===== src/hdl/rv_core_defs.svh =====
`ifndef RV_CORE_DEFS_SVH
`define RV_CORE_DEFS_SVH

// datapath and address width
`define XLEN 32

// byte address of the first fetch
`define RESET_PC 32'h0000_0000

// architectural integer registers
`define NUM_REGS 32

`endif

===== src/hdl/rv_core_pkg.sv =====
`default_nettype none

`include "rv_core_defs.svh"

package rv_core_pkg;

    // major opcodes of the supported subset
    typedef enum logic [6:0] {
        OPC_OP     = 7'b0110011,
        OPC_OP_IMM = 7'b0010011,
        OPC_LUI    = 7'b0110111,
        OPC_LOAD   = 7'b0000011,
        OPC_STORE  = 7'b0100011,
        OPC_BRANCH = 7'b1100011,
        OPC_JAL    = 7'b1101111
    } opcode_e;

    typedef enum logic [2:0] {
        ALU_ADD,
        ALU_SUB,
        ALU_AND,
        ALU_OR,
        ALU_XOR,
        ALU_SLT,
        ALU_PASS_B
    } alu_op_e;

    // operand source seen by execute
    typedef enum logic [1:0] {
        FWD_NONE,
        FWD_EX_MEM,
        FWD_MEM_WB
    } fwd_sel_e;

    typedef struct packed {
        logic [6:0] funct7;
        logic [4:0] rs2;
        logic [4:0] rs1;
        logic [2:0] funct3;
        logic [4:0] rd;
        opcode_e    opcode;
    } r_fmt_t;

    typedef struct packed {
        logic [11:0] imm;
        logic [4:0]  rs1;
        logic [2:0]  funct3;
        logic [4:0]  rd;
        opcode_e     opcode;
    } i_fmt_t;

    typedef struct packed {
        logic [6:0] imm_hi;
        logic [4:0] rs2;
        logic [4:0] rs1;
        logic [2:0] funct3;
        logic [4:0] imm_lo;
        opcode_e    opcode;
    } s_fmt_t;

    typedef struct packed {
        logic       imm_12;
        logic [5:0] imm_10_5;
        logic [4:0] rs2;
        logic [4:0] rs1;
        logic [2:0] funct3;
        logic [3:0] imm_4_1;
        logic       imm_11;
        opcode_e    opcode;
    } b_fmt_t;

    typedef struct packed {
        logic [19:0] imm_31_12;
        logic [4:0]  rd;
        opcode_e     opcode;
    } u_fmt_t;

    typedef struct packed {
        logic       imm_20;
        logic [9:0] imm_10_1;
        logic       imm_11;
        logic [7:0] imm_19_12;
        logic [4:0] rd;
        opcode_e    opcode;
    } j_fmt_t;

    // one instruction word, six readings
    typedef union packed {
        r_fmt_t r_fmt;
        i_fmt_t i_fmt;
        s_fmt_t s_fmt;
        b_fmt_t b_fmt;
        u_fmt_t u_fmt;
        j_fmt_t j_fmt;
    } instr_u;

    typedef struct packed {
        logic              valid;
        logic [`XLEN-1:0] pc;
        instr_u            instr;
    } if_id_t;

    typedef struct packed {
        logic              valid;
        logic [`XLEN-1:0] pc;
        logic [4:0]        rs1;
        logic [4:0]        rs2;
        logic [4:0]        rd;
        logic [`XLEN-1:0] rs1_data;
        logic [`XLEN-1:0] rs2_data;
        logic [`XLEN-1:0] imm;
        alu_op_e           alu_op;
        logic              alu_src_imm;
        logic              is_branch;
        logic              branch_ne;
        logic              is_jal;
        logic              mem_read;
        logic              mem_write;
        logic              reg_write;
    } id_ex_t;

    typedef struct packed {
        logic              valid;
        logic [`XLEN-1:0] alu_result;
        logic [`XLEN-1:0] store_data;
        logic [4:0]        rd;
        logic [`XLEN-1:0] link_pc;
        logic              mem_read;
        logic              mem_write;
        logic              reg_write;
        logic              is_jal;
    } ex_mem_t;

    typedef struct packed {
        logic              valid;
        logic [4:0]        rd;
        logic [`XLEN-1:0] wb_data;
        logic              reg_write;
    } mem_wb_t;

endpackage

`default_nettype wire


===== src/hdl/rv_core.sv =====
`default_nettype none
`timescale 1ns/1ps

module rv_core import rv_core_pkg::*; (
    input  logic        clk,
    input  logic        rst_n,
    output logic        imem_ren,
    output logic [29:0] imem_addr,
    input  logic [31:0] imem_rdata,
    input  logic        imem_stall,
    output logic        dmem_ren,
    output logic        dmem_wen,
    output logic [29:0] dmem_addr,
    output logic [31:0] dmem_wdata,
    input  logic [31:0] dmem_rdata,
    input  logic        dmem_stall,
    output logic [31:0] pc
);

    if_id_t      if_id;
    id_ex_t      id_ex;
    ex_mem_t     ex_mem;
    mem_wb_t     mem_wb;
    logic [4:0]  rs1;
    logic [4:0]  rs2;
    fwd_sel_e    fwd_a;
    fwd_sel_e    fwd_b;
    logic        load_use;
    logic        freeze;
    logic        ex_redirect;
    logic        redirect;
    logic [31:0] redirect_pc;
    logic [31:0] ex_mem_fwd;
    logic        fetch_hold;
    logic        decode_bubble;

    // a redirect waits until the data port releases the pipeline
    assign redirect      = ex_redirect && !freeze;
    assign fetch_hold    = freeze || load_use;
    assign decode_bubble = load_use || redirect;

    // JAL's result is its link address
    assign ex_mem_fwd = ex_mem.is_jal ? ex_mem.link_pc : ex_mem.alu_result;

    rv_fetch u_fetch (
        .clk         (clk),
        .rst_n       (rst_n),
        .hold        (fetch_hold),
        .flush       (redirect),
        .redirect    (redirect),
        .redirect_pc (redirect_pc),
        .imem_ren    (imem_ren),
        .imem_addr   (imem_addr),
        .imem_rdata  (imem_rdata),
        .imem_stall  (imem_stall),
        .pc          (pc),
        .if_id       (if_id)
    );

    rv_decode u_decode (
        .clk    (clk),
        .rst_n  (rst_n),
        .hold   (freeze),
        .bubble (decode_bubble),
        .if_id  (if_id),
        .wb     (mem_wb),
        .rs1    (rs1),
        .rs2    (rs2),
        .id_ex  (id_ex)
    );

    rv_hazard_unit u_hazard (
        .rs1      (rs1),
        .rs2      (rs2),
        .id_ex    (id_ex),
        .ex_mem   (ex_mem),
        .mem_wb   (mem_wb),
        .fwd_a    (fwd_a),
        .fwd_b    (fwd_b),
        .load_use (load_use)
    );

    rv_execute u_execute (
        .clk         (clk),
        .rst_n       (rst_n),
        .hold        (freeze),
        .id_ex       (id_ex),
        .fwd_a       (fwd_a),
        .fwd_b       (fwd_b),
        .ex_mem_fwd  (ex_mem_fwd),
        .mem_wb_fwd  (mem_wb.wb_data),
        .redirect    (ex_redirect),
        .redirect_pc (redirect_pc),
        .ex_mem      (ex_mem)
    );

    rv_memory u_memory (
        .clk        (clk),
        .rst_n      (rst_n),
        .ex_mem     (ex_mem),
        .dmem_ren   (dmem_ren),
        .dmem_wen   (dmem_wen),
        .dmem_addr  (dmem_addr),
        .dmem_wdata (dmem_wdata),
        .dmem_rdata (dmem_rdata),
        .dmem_stall (dmem_stall),
        .freeze     (freeze),
        .mem_wb     (mem_wb)
    );

endmodule

`default_nettype wire


===== src/hdl/rv_memory.sv =====
`default_nettype none
`timescale 1ns/1ps

module rv_memory import rv_core_pkg::*; (
    input  logic        clk,
    input  logic        rst_n,
    input  ex_mem_t     ex_mem,
    output logic        dmem_ren,
    output logic        dmem_wen,
    output logic [29:0] dmem_addr,
    output logic [31:0] dmem_wdata,
    input  logic [31:0] dmem_rdata,
    input  logic        dmem_stall,
    output logic        freeze,
    output mem_wb_t     mem_wb
);

    logic [31:0] wb_data;

    assign dmem_ren   = ex_mem.valid && ex_mem.mem_read;
    assign dmem_wen   = ex_mem.valid && ex_mem.mem_write;
    assign dmem_addr  = ex_mem.alu_result[31:2];
    assign dmem_wdata = ex_mem.store_data;

    // pending access not yet accepted
    assign freeze = (dmem_ren || dmem_wen) && dmem_stall;

    assign wb_data = ex_mem.mem_read ? dmem_rdata :
                     ex_mem.is_jal   ? ex_mem.link_pc : ex_mem.alu_result;

    // payload holds while frozen so forwarding into EX stays correct
    always_ff @(posedge clk) begin
        if (!rst_n) begin
            mem_wb.valid     <= 1'b0;
            mem_wb.reg_write <= 1'b0;
        end else begin
            mem_wb.valid <= ex_mem.valid && !freeze;
            if (!freeze) begin
                mem_wb.rd        <= ex_mem.rd;
                mem_wb.wb_data   <= wb_data;
                mem_wb.reg_write <= ex_mem.reg_write;
            end
        end
    end

endmodule

`default_nettype wire


===== src/hdl/rv_execute.sv =====
`default_nettype none
`timescale 1ns/1ps

module rv_execute import rv_core_pkg::*; (
    input  logic        clk,
    input  logic        rst_n,
    input  logic        hold,
    input  id_ex_t      id_ex,
    input  fwd_sel_e    fwd_a,
    input  fwd_sel_e    fwd_b,
    input  logic [31:0] ex_mem_fwd,
    input  logic [31:0] mem_wb_fwd,
    output logic        redirect,
    output logic [31:0] redirect_pc,
    output ex_mem_t     ex_mem
);

    logic [31:0] op_a;
    logic [31:0] op_b;
    logic [31:0] alu_b;
    logic [31:0] alu_result;
    logic        taken;

    function automatic logic [31:0] fwd_mux(
        input fwd_sel_e    sel,
        input logic [31:0] reg_val,
        input logic [31:0] em_val,
        input logic [31:0] wb_val
    );
        case (sel)
            FWD_EX_MEM: return em_val;
            FWD_MEM_WB: return wb_val;
            default:    return reg_val;
        endcase
    endfunction

    assign op_a  = fwd_mux(fwd_a, id_ex.rs1_data, ex_mem_fwd, mem_wb_fwd);
    assign op_b  = fwd_mux(fwd_b, id_ex.rs2_data, ex_mem_fwd, mem_wb_fwd);
    assign alu_b = id_ex.alu_src_imm ? id_ex.imm : op_b;

    always_comb begin
        case (id_ex.alu_op)
            ALU_ADD:    alu_result = op_a + alu_b;
            ALU_SUB:    alu_result = op_a - alu_b;
            ALU_AND:    alu_result = op_a & alu_b;
            ALU_OR:     alu_result = op_a | alu_b;
            ALU_XOR:    alu_result = op_a ^ alu_b;
            ALU_SLT:    alu_result = {31'b0, $signed(op_a) < $signed(alu_b)};
            ALU_PASS_B: alu_result = alu_b;
            default:    alu_result = '0;
        endcase
    end

    // BEQ when equal, BNE when not
    assign taken       = id_ex.is_branch && ((op_a == op_b) != id_ex.branch_ne);
    assign redirect    = id_ex.valid && (taken || id_ex.is_jal);
    assign redirect_pc = id_ex.pc + id_ex.imm;

    always_ff @(posedge clk) begin
        if (!rst_n) begin
            ex_mem.valid     <= 1'b0;
            ex_mem.mem_read  <= 1'b0;
            ex_mem.mem_write <= 1'b0;
            ex_mem.reg_write <= 1'b0;
        end else if (!hold) begin
            ex_mem.valid      <= id_ex.valid;
            ex_mem.alu_result <= alu_result;
            ex_mem.store_data <= op_b;
            ex_mem.rd         <= id_ex.rd;
            ex_mem.link_pc    <= id_ex.pc + 32'd4;
            ex_mem.mem_read   <= id_ex.valid && id_ex.mem_read;
            ex_mem.mem_write  <= id_ex.valid && id_ex.mem_write;
            ex_mem.reg_write  <= id_ex.valid && id_ex.reg_write;
            ex_mem.is_jal     <= id_ex.is_jal;
        end
    end

endmodule

`default_nettype wire


===== src/hdl/rv_hazard_unit.sv =====
`default_nettype none
`timescale 1ns/1ps

module rv_hazard_unit import rv_core_pkg::*; (
    input  logic [4:0] rs1,
    input  logic [4:0] rs2,
    input  id_ex_t     id_ex,
    input  ex_mem_t    ex_mem,
    input  mem_wb_t    mem_wb,
    output fwd_sel_e   fwd_a,
    output fwd_sel_e   fwd_b,
    output logic       load_use
);

    // younger result wins, x0 never forwarded
    // reg_write is already cleared for bubbles upstream; mem_wb.valid drops
    // during a data stall while its payload is still the live value
    function automatic fwd_sel_e pick_src(
        input logic [4:0] rs,
        input ex_mem_t    em,
        input mem_wb_t    mw
    );
        if (rs == 5'd0) begin
            return FWD_NONE;
        end
        if (em.reg_write && em.rd == rs) begin
            return FWD_EX_MEM;
        end
        if (mw.reg_write && mw.rd == rs) begin
            return FWD_MEM_WB;
        end
        return FWD_NONE;
    endfunction

    assign fwd_a = pick_src(id_ex.rs1, ex_mem, mem_wb);
    assign fwd_b = pick_src(id_ex.rs2, ex_mem, mem_wb);

    // load in EX feeding the instruction in ID
    assign load_use = id_ex.valid && id_ex.mem_read && (id_ex.rd != 5'd0) &&
                      ((id_ex.rd == rs1) || (id_ex.rd == rs2));

endmodule

`default_nettype wire


===== src/hdl/rv_decode.sv =====
`default_nettype none
`timescale 1ns/1ps

`include "rv_core_defs.svh"

module rv_decode import rv_core_pkg::*; (
    input  logic       clk,
    input  logic       rst_n,
    input  logic       hold,
    input  logic       bubble,
    input  if_id_t     if_id,
    input  mem_wb_t    wb,
    output logic [4:0] rs1,
    output logic [4:0] rs2,
    output id_ex_t     id_ex
);

    instr_u            ins;
    id_ex_t            dec;
    logic              supported;
    logic              use_rs1;
    logic              use_rs2;
    logic [`XLEN-1:0] rs1_data;
    logic [`XLEN-1:0] rs2_data;
    logic [`XLEN-1:0] imm_i;
    logic [`XLEN-1:0] imm_s;
    logic [`XLEN-1:0] imm_b;
    logic [`XLEN-1:0] imm_u;
    logic [`XLEN-1:0] imm_j;

    assign ins = if_id.instr;

    // immediates, one per format
    assign imm_i = {{20{ins.i_fmt.imm[11]}}, ins.i_fmt.imm};
    assign imm_s = {{20{ins.s_fmt.imm_hi[6]}}, ins.s_fmt.imm_hi, ins.s_fmt.imm_lo};
    assign imm_b = {{19{ins.b_fmt.imm_12}}, ins.b_fmt.imm_12, ins.b_fmt.imm_11,
                    ins.b_fmt.imm_10_5, ins.b_fmt.imm_4_1, 1'b0};
    assign imm_u = {ins.u_fmt.imm_31_12, 12'b0};
    assign imm_j = {{11{ins.j_fmt.imm_20}}, ins.j_fmt.imm_20, ins.j_fmt.imm_19_12,
                    ins.j_fmt.imm_11, ins.j_fmt.imm_10_1, 1'b0};

    always_comb begin
        supported = 1'b1;
        use_rs1   = 1'b0;
        use_rs2   = 1'b0;
        dec       = '0;
        dec.pc    = if_id.pc;
        dec.rd    = ins.r_fmt.rd;
        case (ins.r_fmt.opcode)
            OPC_OP: begin
                use_rs1       = 1'b1;
                use_rs2       = 1'b1;
                dec.reg_write = 1'b1;
                case (ins.r_fmt.funct3)
                    3'b000:  dec.alu_op = ins.r_fmt.funct7[5] ? ALU_SUB : ALU_ADD;
                    3'b010:  dec.alu_op = ALU_SLT;
                    3'b100:  dec.alu_op = ALU_XOR;
                    3'b110:  dec.alu_op = ALU_OR;
                    3'b111:  dec.alu_op = ALU_AND;
                    default: supported = 1'b0;
                endcase
            end
            OPC_OP_IMM: begin
                // ADDI only
                use_rs1         = 1'b1;
                supported       = (ins.i_fmt.funct3 == 3'b000);
                dec.imm         = imm_i;
                dec.alu_src_imm = 1'b1;
                dec.reg_write   = 1'b1;
            end
            OPC_LUI: begin
                dec.imm         = imm_u;
                dec.alu_op      = ALU_PASS_B;
                dec.alu_src_imm = 1'b1;
                dec.reg_write   = 1'b1;
            end
            OPC_LOAD: begin
                use_rs1         = 1'b1;
                supported       = (ins.i_fmt.funct3 == 3'b010);
                dec.imm         = imm_i;
                dec.alu_src_imm = 1'b1;
                dec.mem_read    = 1'b1;
                dec.reg_write   = 1'b1;
            end
            OPC_STORE: begin
                use_rs1         = 1'b1;
                use_rs2         = 1'b1;
                supported       = (ins.s_fmt.funct3 == 3'b010);
                dec.imm         = imm_s;
                dec.alu_src_imm = 1'b1;
                dec.mem_write   = 1'b1;
            end
            OPC_BRANCH: begin
                // BEQ and BNE
                use_rs1       = 1'b1;
                use_rs2       = 1'b1;
                supported     = (ins.b_fmt.funct3[2:1] == 2'b00);
                dec.imm       = imm_b;
                dec.is_branch = 1'b1;
                dec.branch_ne = ins.b_fmt.funct3[0];
            end
            OPC_JAL: begin
                dec.imm       = imm_j;
                dec.is_jal    = 1'b1;
                dec.reg_write = 1'b1;
            end
            default: supported = 1'b0;
        endcase
        // unused sources read as x0 so they never forward or stall
        rs1       = (if_id.valid && use_rs1) ? ins.r_fmt.rs1 : 5'd0;
        rs2       = (if_id.valid && use_rs2) ? ins.r_fmt.rs2 : 5'd0;
        dec.rs1   = rs1;
        dec.rs2   = rs2;
        dec.valid = if_id.valid && supported;
    end

    rv_regfile u_regfile (
        .clk      (clk),
        .rst_n    (rst_n),
        .rs1      (rs1),
        .rs2      (rs2),
        .rs1_data (rs1_data),
        .rs2_data (rs2_data),
        .wb       (wb)
    );

    always_ff @(posedge clk) begin
        if (!rst_n) begin
            id_ex.valid <= 1'b0;
        end else if (!hold) begin
            id_ex          <= dec;
            id_ex.rs1_data <= rs1_data;
            id_ex.rs2_data <= rs2_data;
            id_ex.valid    <= dec.valid && !bubble;
        end
    end

endmodule

`default_nettype wire


===== src/hdl/rv_regfile.sv =====
`default_nettype none
`timescale 1ns/1ps

`include "rv_core_defs.svh"

module rv_regfile import rv_core_pkg::*; (
    input  logic              clk,
    input  logic              rst_n,
    input  logic [4:0]        rs1,
    input  logic [4:0]        rs2,
    output logic [`XLEN-1:0] rs1_data,
    output logic [`XLEN-1:0] rs2_data,
    input  mem_wb_t           wb
);

    logic [`XLEN-1:0] regs [`NUM_REGS];
    logic              wb_hit;
    logic              wr_en;

    // x0 is never written
    assign wb_hit = wb.valid && wb.reg_write && (wb.rd != 5'd0);
    assign wr_en  = rst_n && wb_hit;

    always_ff @(posedge clk) begin
        if (wr_en) begin
            regs[wb.rd] <= wb.wb_data;
        end
    end

    // write-through so decode sees the value retiring now
    assign rs1_data = (rs1 == 5'd0) ? '0 :
                      (wb_hit && wb.rd == rs1) ? wb.wb_data : regs[rs1];
    assign rs2_data = (rs2 == 5'd0) ? '0 :
                      (wb_hit && wb.rd == rs2) ? wb.wb_data : regs[rs2];

endmodule

`default_nettype wire


===== src/hdl/rv_fetch.sv =====
`default_nettype none
`timescale 1ns/1ps

`include "rv_core_defs.svh"

module rv_fetch import rv_core_pkg::*; (
    input  logic              clk,
    input  logic              rst_n,
    input  logic              hold,
    input  logic              flush,
    input  logic              redirect,
    input  logic [`XLEN-1:0] redirect_pc,
    output logic              imem_ren,
    output logic [29:0]       imem_addr,
    input  logic [`XLEN-1:0] imem_rdata,
    input  logic              imem_stall,
    output logic [`XLEN-1:0] pc,
    output if_id_t            if_id
);

    logic fetch_en;
    logic fetch_ok;

    assign imem_ren  = fetch_en;
    assign imem_addr = pc[`XLEN-1:2];

    // word returned this cycle
    assign fetch_ok = imem_ren && !imem_stall;

    always_ff @(posedge clk) begin
        if (!rst_n) begin
            fetch_en <= 1'b0;
            pc       <= `RESET_PC;
        end else begin
            fetch_en <= 1'b1;
            if (redirect) begin
                pc <= redirect_pc;
            end else if (fetch_ok && !hold) begin
                pc <= pc + 32'd4;
            end
        end
    end

    // a stalled fetch leaves a bubble behind
    always_ff @(posedge clk) begin
        if (!rst_n) begin
            if_id.valid <= 1'b0;
        end else if (flush) begin
            if_id.valid <= 1'b0;
        end else if (!hold) begin
            if_id.valid <= fetch_ok;
            if_id.pc    <= pc;
            if_id.instr <= imem_rdata;
        end
    end

endmodule

`default_nettype wire


===== config.mk =====
export PLATFORM = sky130hd
export DESIGN_NAME = rv_core
export DESIGN_NICKNAME = d
export VERILOG_FILES = /design/src/hdl/rv_core_pkg.sv /design/src/hdl/rv_core.sv /design/src/hdl/rv_memory.sv /design/src/hdl/rv_execute.sv /design/src/hdl/rv_hazard_unit.sv /design/src/hdl/rv_decode.sv /design/src/hdl/rv_regfile.sv /design/src/hdl/rv_fetch.sv
export VERILOG_INCLUDE_DIRS = /design/src /design/src/hdl
export SDC_FILE = /design/constraint.sdc
export NUM_CORES = 2
export LEC_CHECK = 0
export BUFFER_PORTS_ARGS = -buffer_cell sky130_fd_sc_hd__buf_2
export CORE_MARGIN = 5
export CORE_UTILIZATION = 60
export DETAILED_ROUTE_END_ITERATION = 8
export PLACE_DENSITY = 0.74
export SETUP_SLACK_MARGIN = 0.4
export SYNTH_ARGS = -nofsm -noshare
export SYNTH_HDL_FRONTEND = slang
export SYNTH_HIERARCHICAL = 1
export SYNTH_SLANG_ARGS = --single-unit

===== constraint.sdc =====
create_clock -name clk -period 10.8 [get_ports clk]
set_input_delay 2.16 -clock clk [delete_from_list [all_inputs] [get_ports clk]]
set_output_delay 2.16 -clock clk [all_outputs]
set_load 0.02 [all_outputs]

==> run metrics <==
status finished, final reports clean; core area approximately 120000 um^2; combinational power share ~6.2%; most frequent cells in the layout edfxtp_1 (1380), mux4_2 (360), mux2i_1 (354); Hold WC Path Type reg -> reg; GP Congestion slightly below 1; DIE WIDTH about 360 um; Final Skew 0.0237 ns; number of synthesized flops with an enable pin around 1.4k; clk root buf clkbuf_16; layout cell share with drive strength beyond 1 around a fifth; Placed Cells 6795; Final Max Slew Viols 0; Nets about 5.5k; first-pass GRT wire length roughly 350000 um; sw power ~2.9 mW; crit path max fanout 64; Mapped Cells between 5k and 6k; Netlist cell types roughly 100; Layout area overhead 9.52%; routed len/inst about 35 um; ranking of synthesized cells by area edfxtp_1 (56%), mux4_2 (11%), mux2i_1 (4.8%); final hold vios 0; IO Port Bufs around 190; largest net degree at the start of global routing 99; via/cell ratio ~7.4; TritonCTS clock tree built; crit end category flip-flop; fin crit period a little over 7 ns; Initial Util about three fifths; FF+latch count, synth approximately 1.4k; Setup Buffers After CTS 0; Synth Area per Inst between 10 and 15 um^2; proportion of synthesized flip-flops having asynchronous set or reset 0%; Die Area 130000 um^2; Peak VDD IR between 0.15 and 0.2 mV; Leak between 20 and 30 nW; CTS H-tree lvls 4; Final Cycle Share between 60% and 70%; Mapped Area roughly 74000 um^2; DR pass1 iterations 6; DP Wirelength around 160000 um; Worst Max-Slew Pin Slew roughly 1.3 ns; critical path required time around 11 ns; PD cells ~150 nW/um^2; Seq pwr share 51.7%; kind of start point of the critical path flip-flop; commonest non-fill, non-tap cell in the layout edfxtp_1; total number of vias 52.2k; Clk pwr share between 40% and 50%; worst-skew pair later-pin latency roughly 0.78 ns; setup TNS 0 ns; RSZ-0062 raised after global routing false; final wirelength roughly 250000 um; TritonCTS Sinks between 1k and 1.5k; internal power roughly 9.4 mW; sequential share of the synthesized area approximately 57%; top cell type's share of synthesized area 56.1%; post-layout util between 60 and 70%; dominant synthesized flop cell edfxtp_1; gr usage total 37.6%; Worst-path clk slew about 0.060 ns; initial DRC count slightly below 9k; yosys warns 6; CTS Buffer Depth 3; post-cts resize count 0; # rows between 100 and 150; Congestion Overflow GR 0; hold path cells 0; fin cells 7072; Sw Share 23.5%; Setup CP Type reg -> reg; largest area contributor in the netlist edfxtp_1; CTS Hold Bufs 0; number of global-route vias before repair around 50k; Slew headroom a little over a tenth; die height between 300 and 400 um; R2R depth 16; Num CTS Buffers 151; number of max-cap violations 0; CP arrival 7.56 ns; Achievable Freq 140 MHz; Top-Level Pins about 200; drt drc 0; antenna violations before repair 9; endpoints failing setup 0; Routed Antenna Nets 0
==> registers in the layout (all words and copies together) (netlist names) <==
name and flops:
u_decode/u_regfile/regs 1024, u_decode/id_ex 154, u_execute/ex_mem 106, u_fetch/if_id 65, u_memory/mem_wb 39, u_fetch/pc 32, u_fetch/imem_ren 1
==> power by group through the flow <==
| stage | clock network [mW] | logic [mW] | registers, mW |
|---|---|---|---|
| global route | 5.41 | 0.805 | 6.32 |
| CTS | 5.17 | 0.738 | 6.31 |
| finish | 5.14 | 0.763 | 6.32 |
| detailed placement | 0 | 0.733 | 6.43 |
| floorplan | 0 | 0.475 | 6.39 |
| global placement | 0 | 0.729 | 6.43 |
==> cell families after synthesis <==
family,Yosys count,synth area share [%]
flops,1421,57.2
compound gates,1158,10.8
simple gates,989,6.50
mux,786,17.0
buf+inv,599,4.11
fa+ha+maj,153,2.62
xor+xnor,148,1.75
other cells,1,0.00507
==> per-stage QoR <==
step / hold WS (ns) / cell area, um^2 / setup slack, ns / total power, mW
final: 0.415 / 80900 / 3.66 / 12.2
after global routing: 0.419 / 80900 / 3.35 / 12.5
after CTS: 0.417 / 80900 / 3.99 / 12.2
after detailed placement: 0.405 / 76100 / 4.02 / 7.16
after global placement: 0.402 / 76100 / 4.11 / 7.15
after floorplan: 0.400 / 74000 / 0.948 / 6.86
==> cell usage after synthesis, types with 67 or more instances <==
| library cell | count |
|---|---|
| a21oi_1 | 220 |
| a22oi_1 | 148 |
| buf_2 | 78 |
| buf_4 | 127 |
| clkbuf_1 | 202 |
| edfxtp_1 | 1380 |
| ha_1 | 150 |
| inv_1 | 142 |
| mux2i_1 | 354 |
| mux4_2 | 360 |
| nand2_1 | 289 |
| nand3_1 | 67 |
| nor2_1 | 253 |
| nor3_1 | 89 |
| o21ai_0 | 180 |
| xnor2_1 | 101 |
==> layout make-up <==
cell class,count,area (um^2)
timing repair buffer,335,2130
tap,1625,2030
inverter,148,556
clock buffer,172,3920
antenna,5,12.5
clock inverter,100,898
multi-input combinational,3266,29100
fill,8544,41100
sequential,1421,42300
==> worst max-delay path, stage by stage, from the launching register on <==
cell and delay (ns):
edfxtp_1 0.58, xnor2_1 0.22, nand4_1 0.12, nor4b_1 0.62, ha_2 0.99, o21ai_0 0.39
xnor2_1 0.21, nor4_1 0.77, nand4_1 0.16, nor2_1 0.48, xnor2_1 0.18, o21ai_0 0.12
nor2b_2 0.17, buf_4 0.28, nand2b_1 0.24, nor2_4 0.65, buf_4 0.53
==> per-layer routing <==
metal	global-route usage (%)	share of wire, %
met5	0	0.022
met4	19.2	6.1
met3	12.3	16
met2	54.3	43
met1	51.6	35
==> final timing paths <==
| check | from | to | slack [ns] |
|---|---|---|---|
| max | u_memory/mem_wb[37]$_DFFE_PP_ | u_fetch/if_id[29]$_DFFE_PP_ | 3.66 |
| min | u_fetch/if_id[47]$_DFFE_PP_ | u_decode/id_ex[136]$_DFFE_PP_ | 0.42 |
| max reg2reg | u_memory/mem_wb[37]$_DFFE_PP_ | u_fetch/if_id[29]$_DFFE_PP_ | 3.66 |
| min reg2reg | u_fetch/if_id[47]$_DFFE_PP_ | u_decode/id_ex[136]$_DFFE_PP_ | 0.42 |
Power figures use the tool's default switching activity.
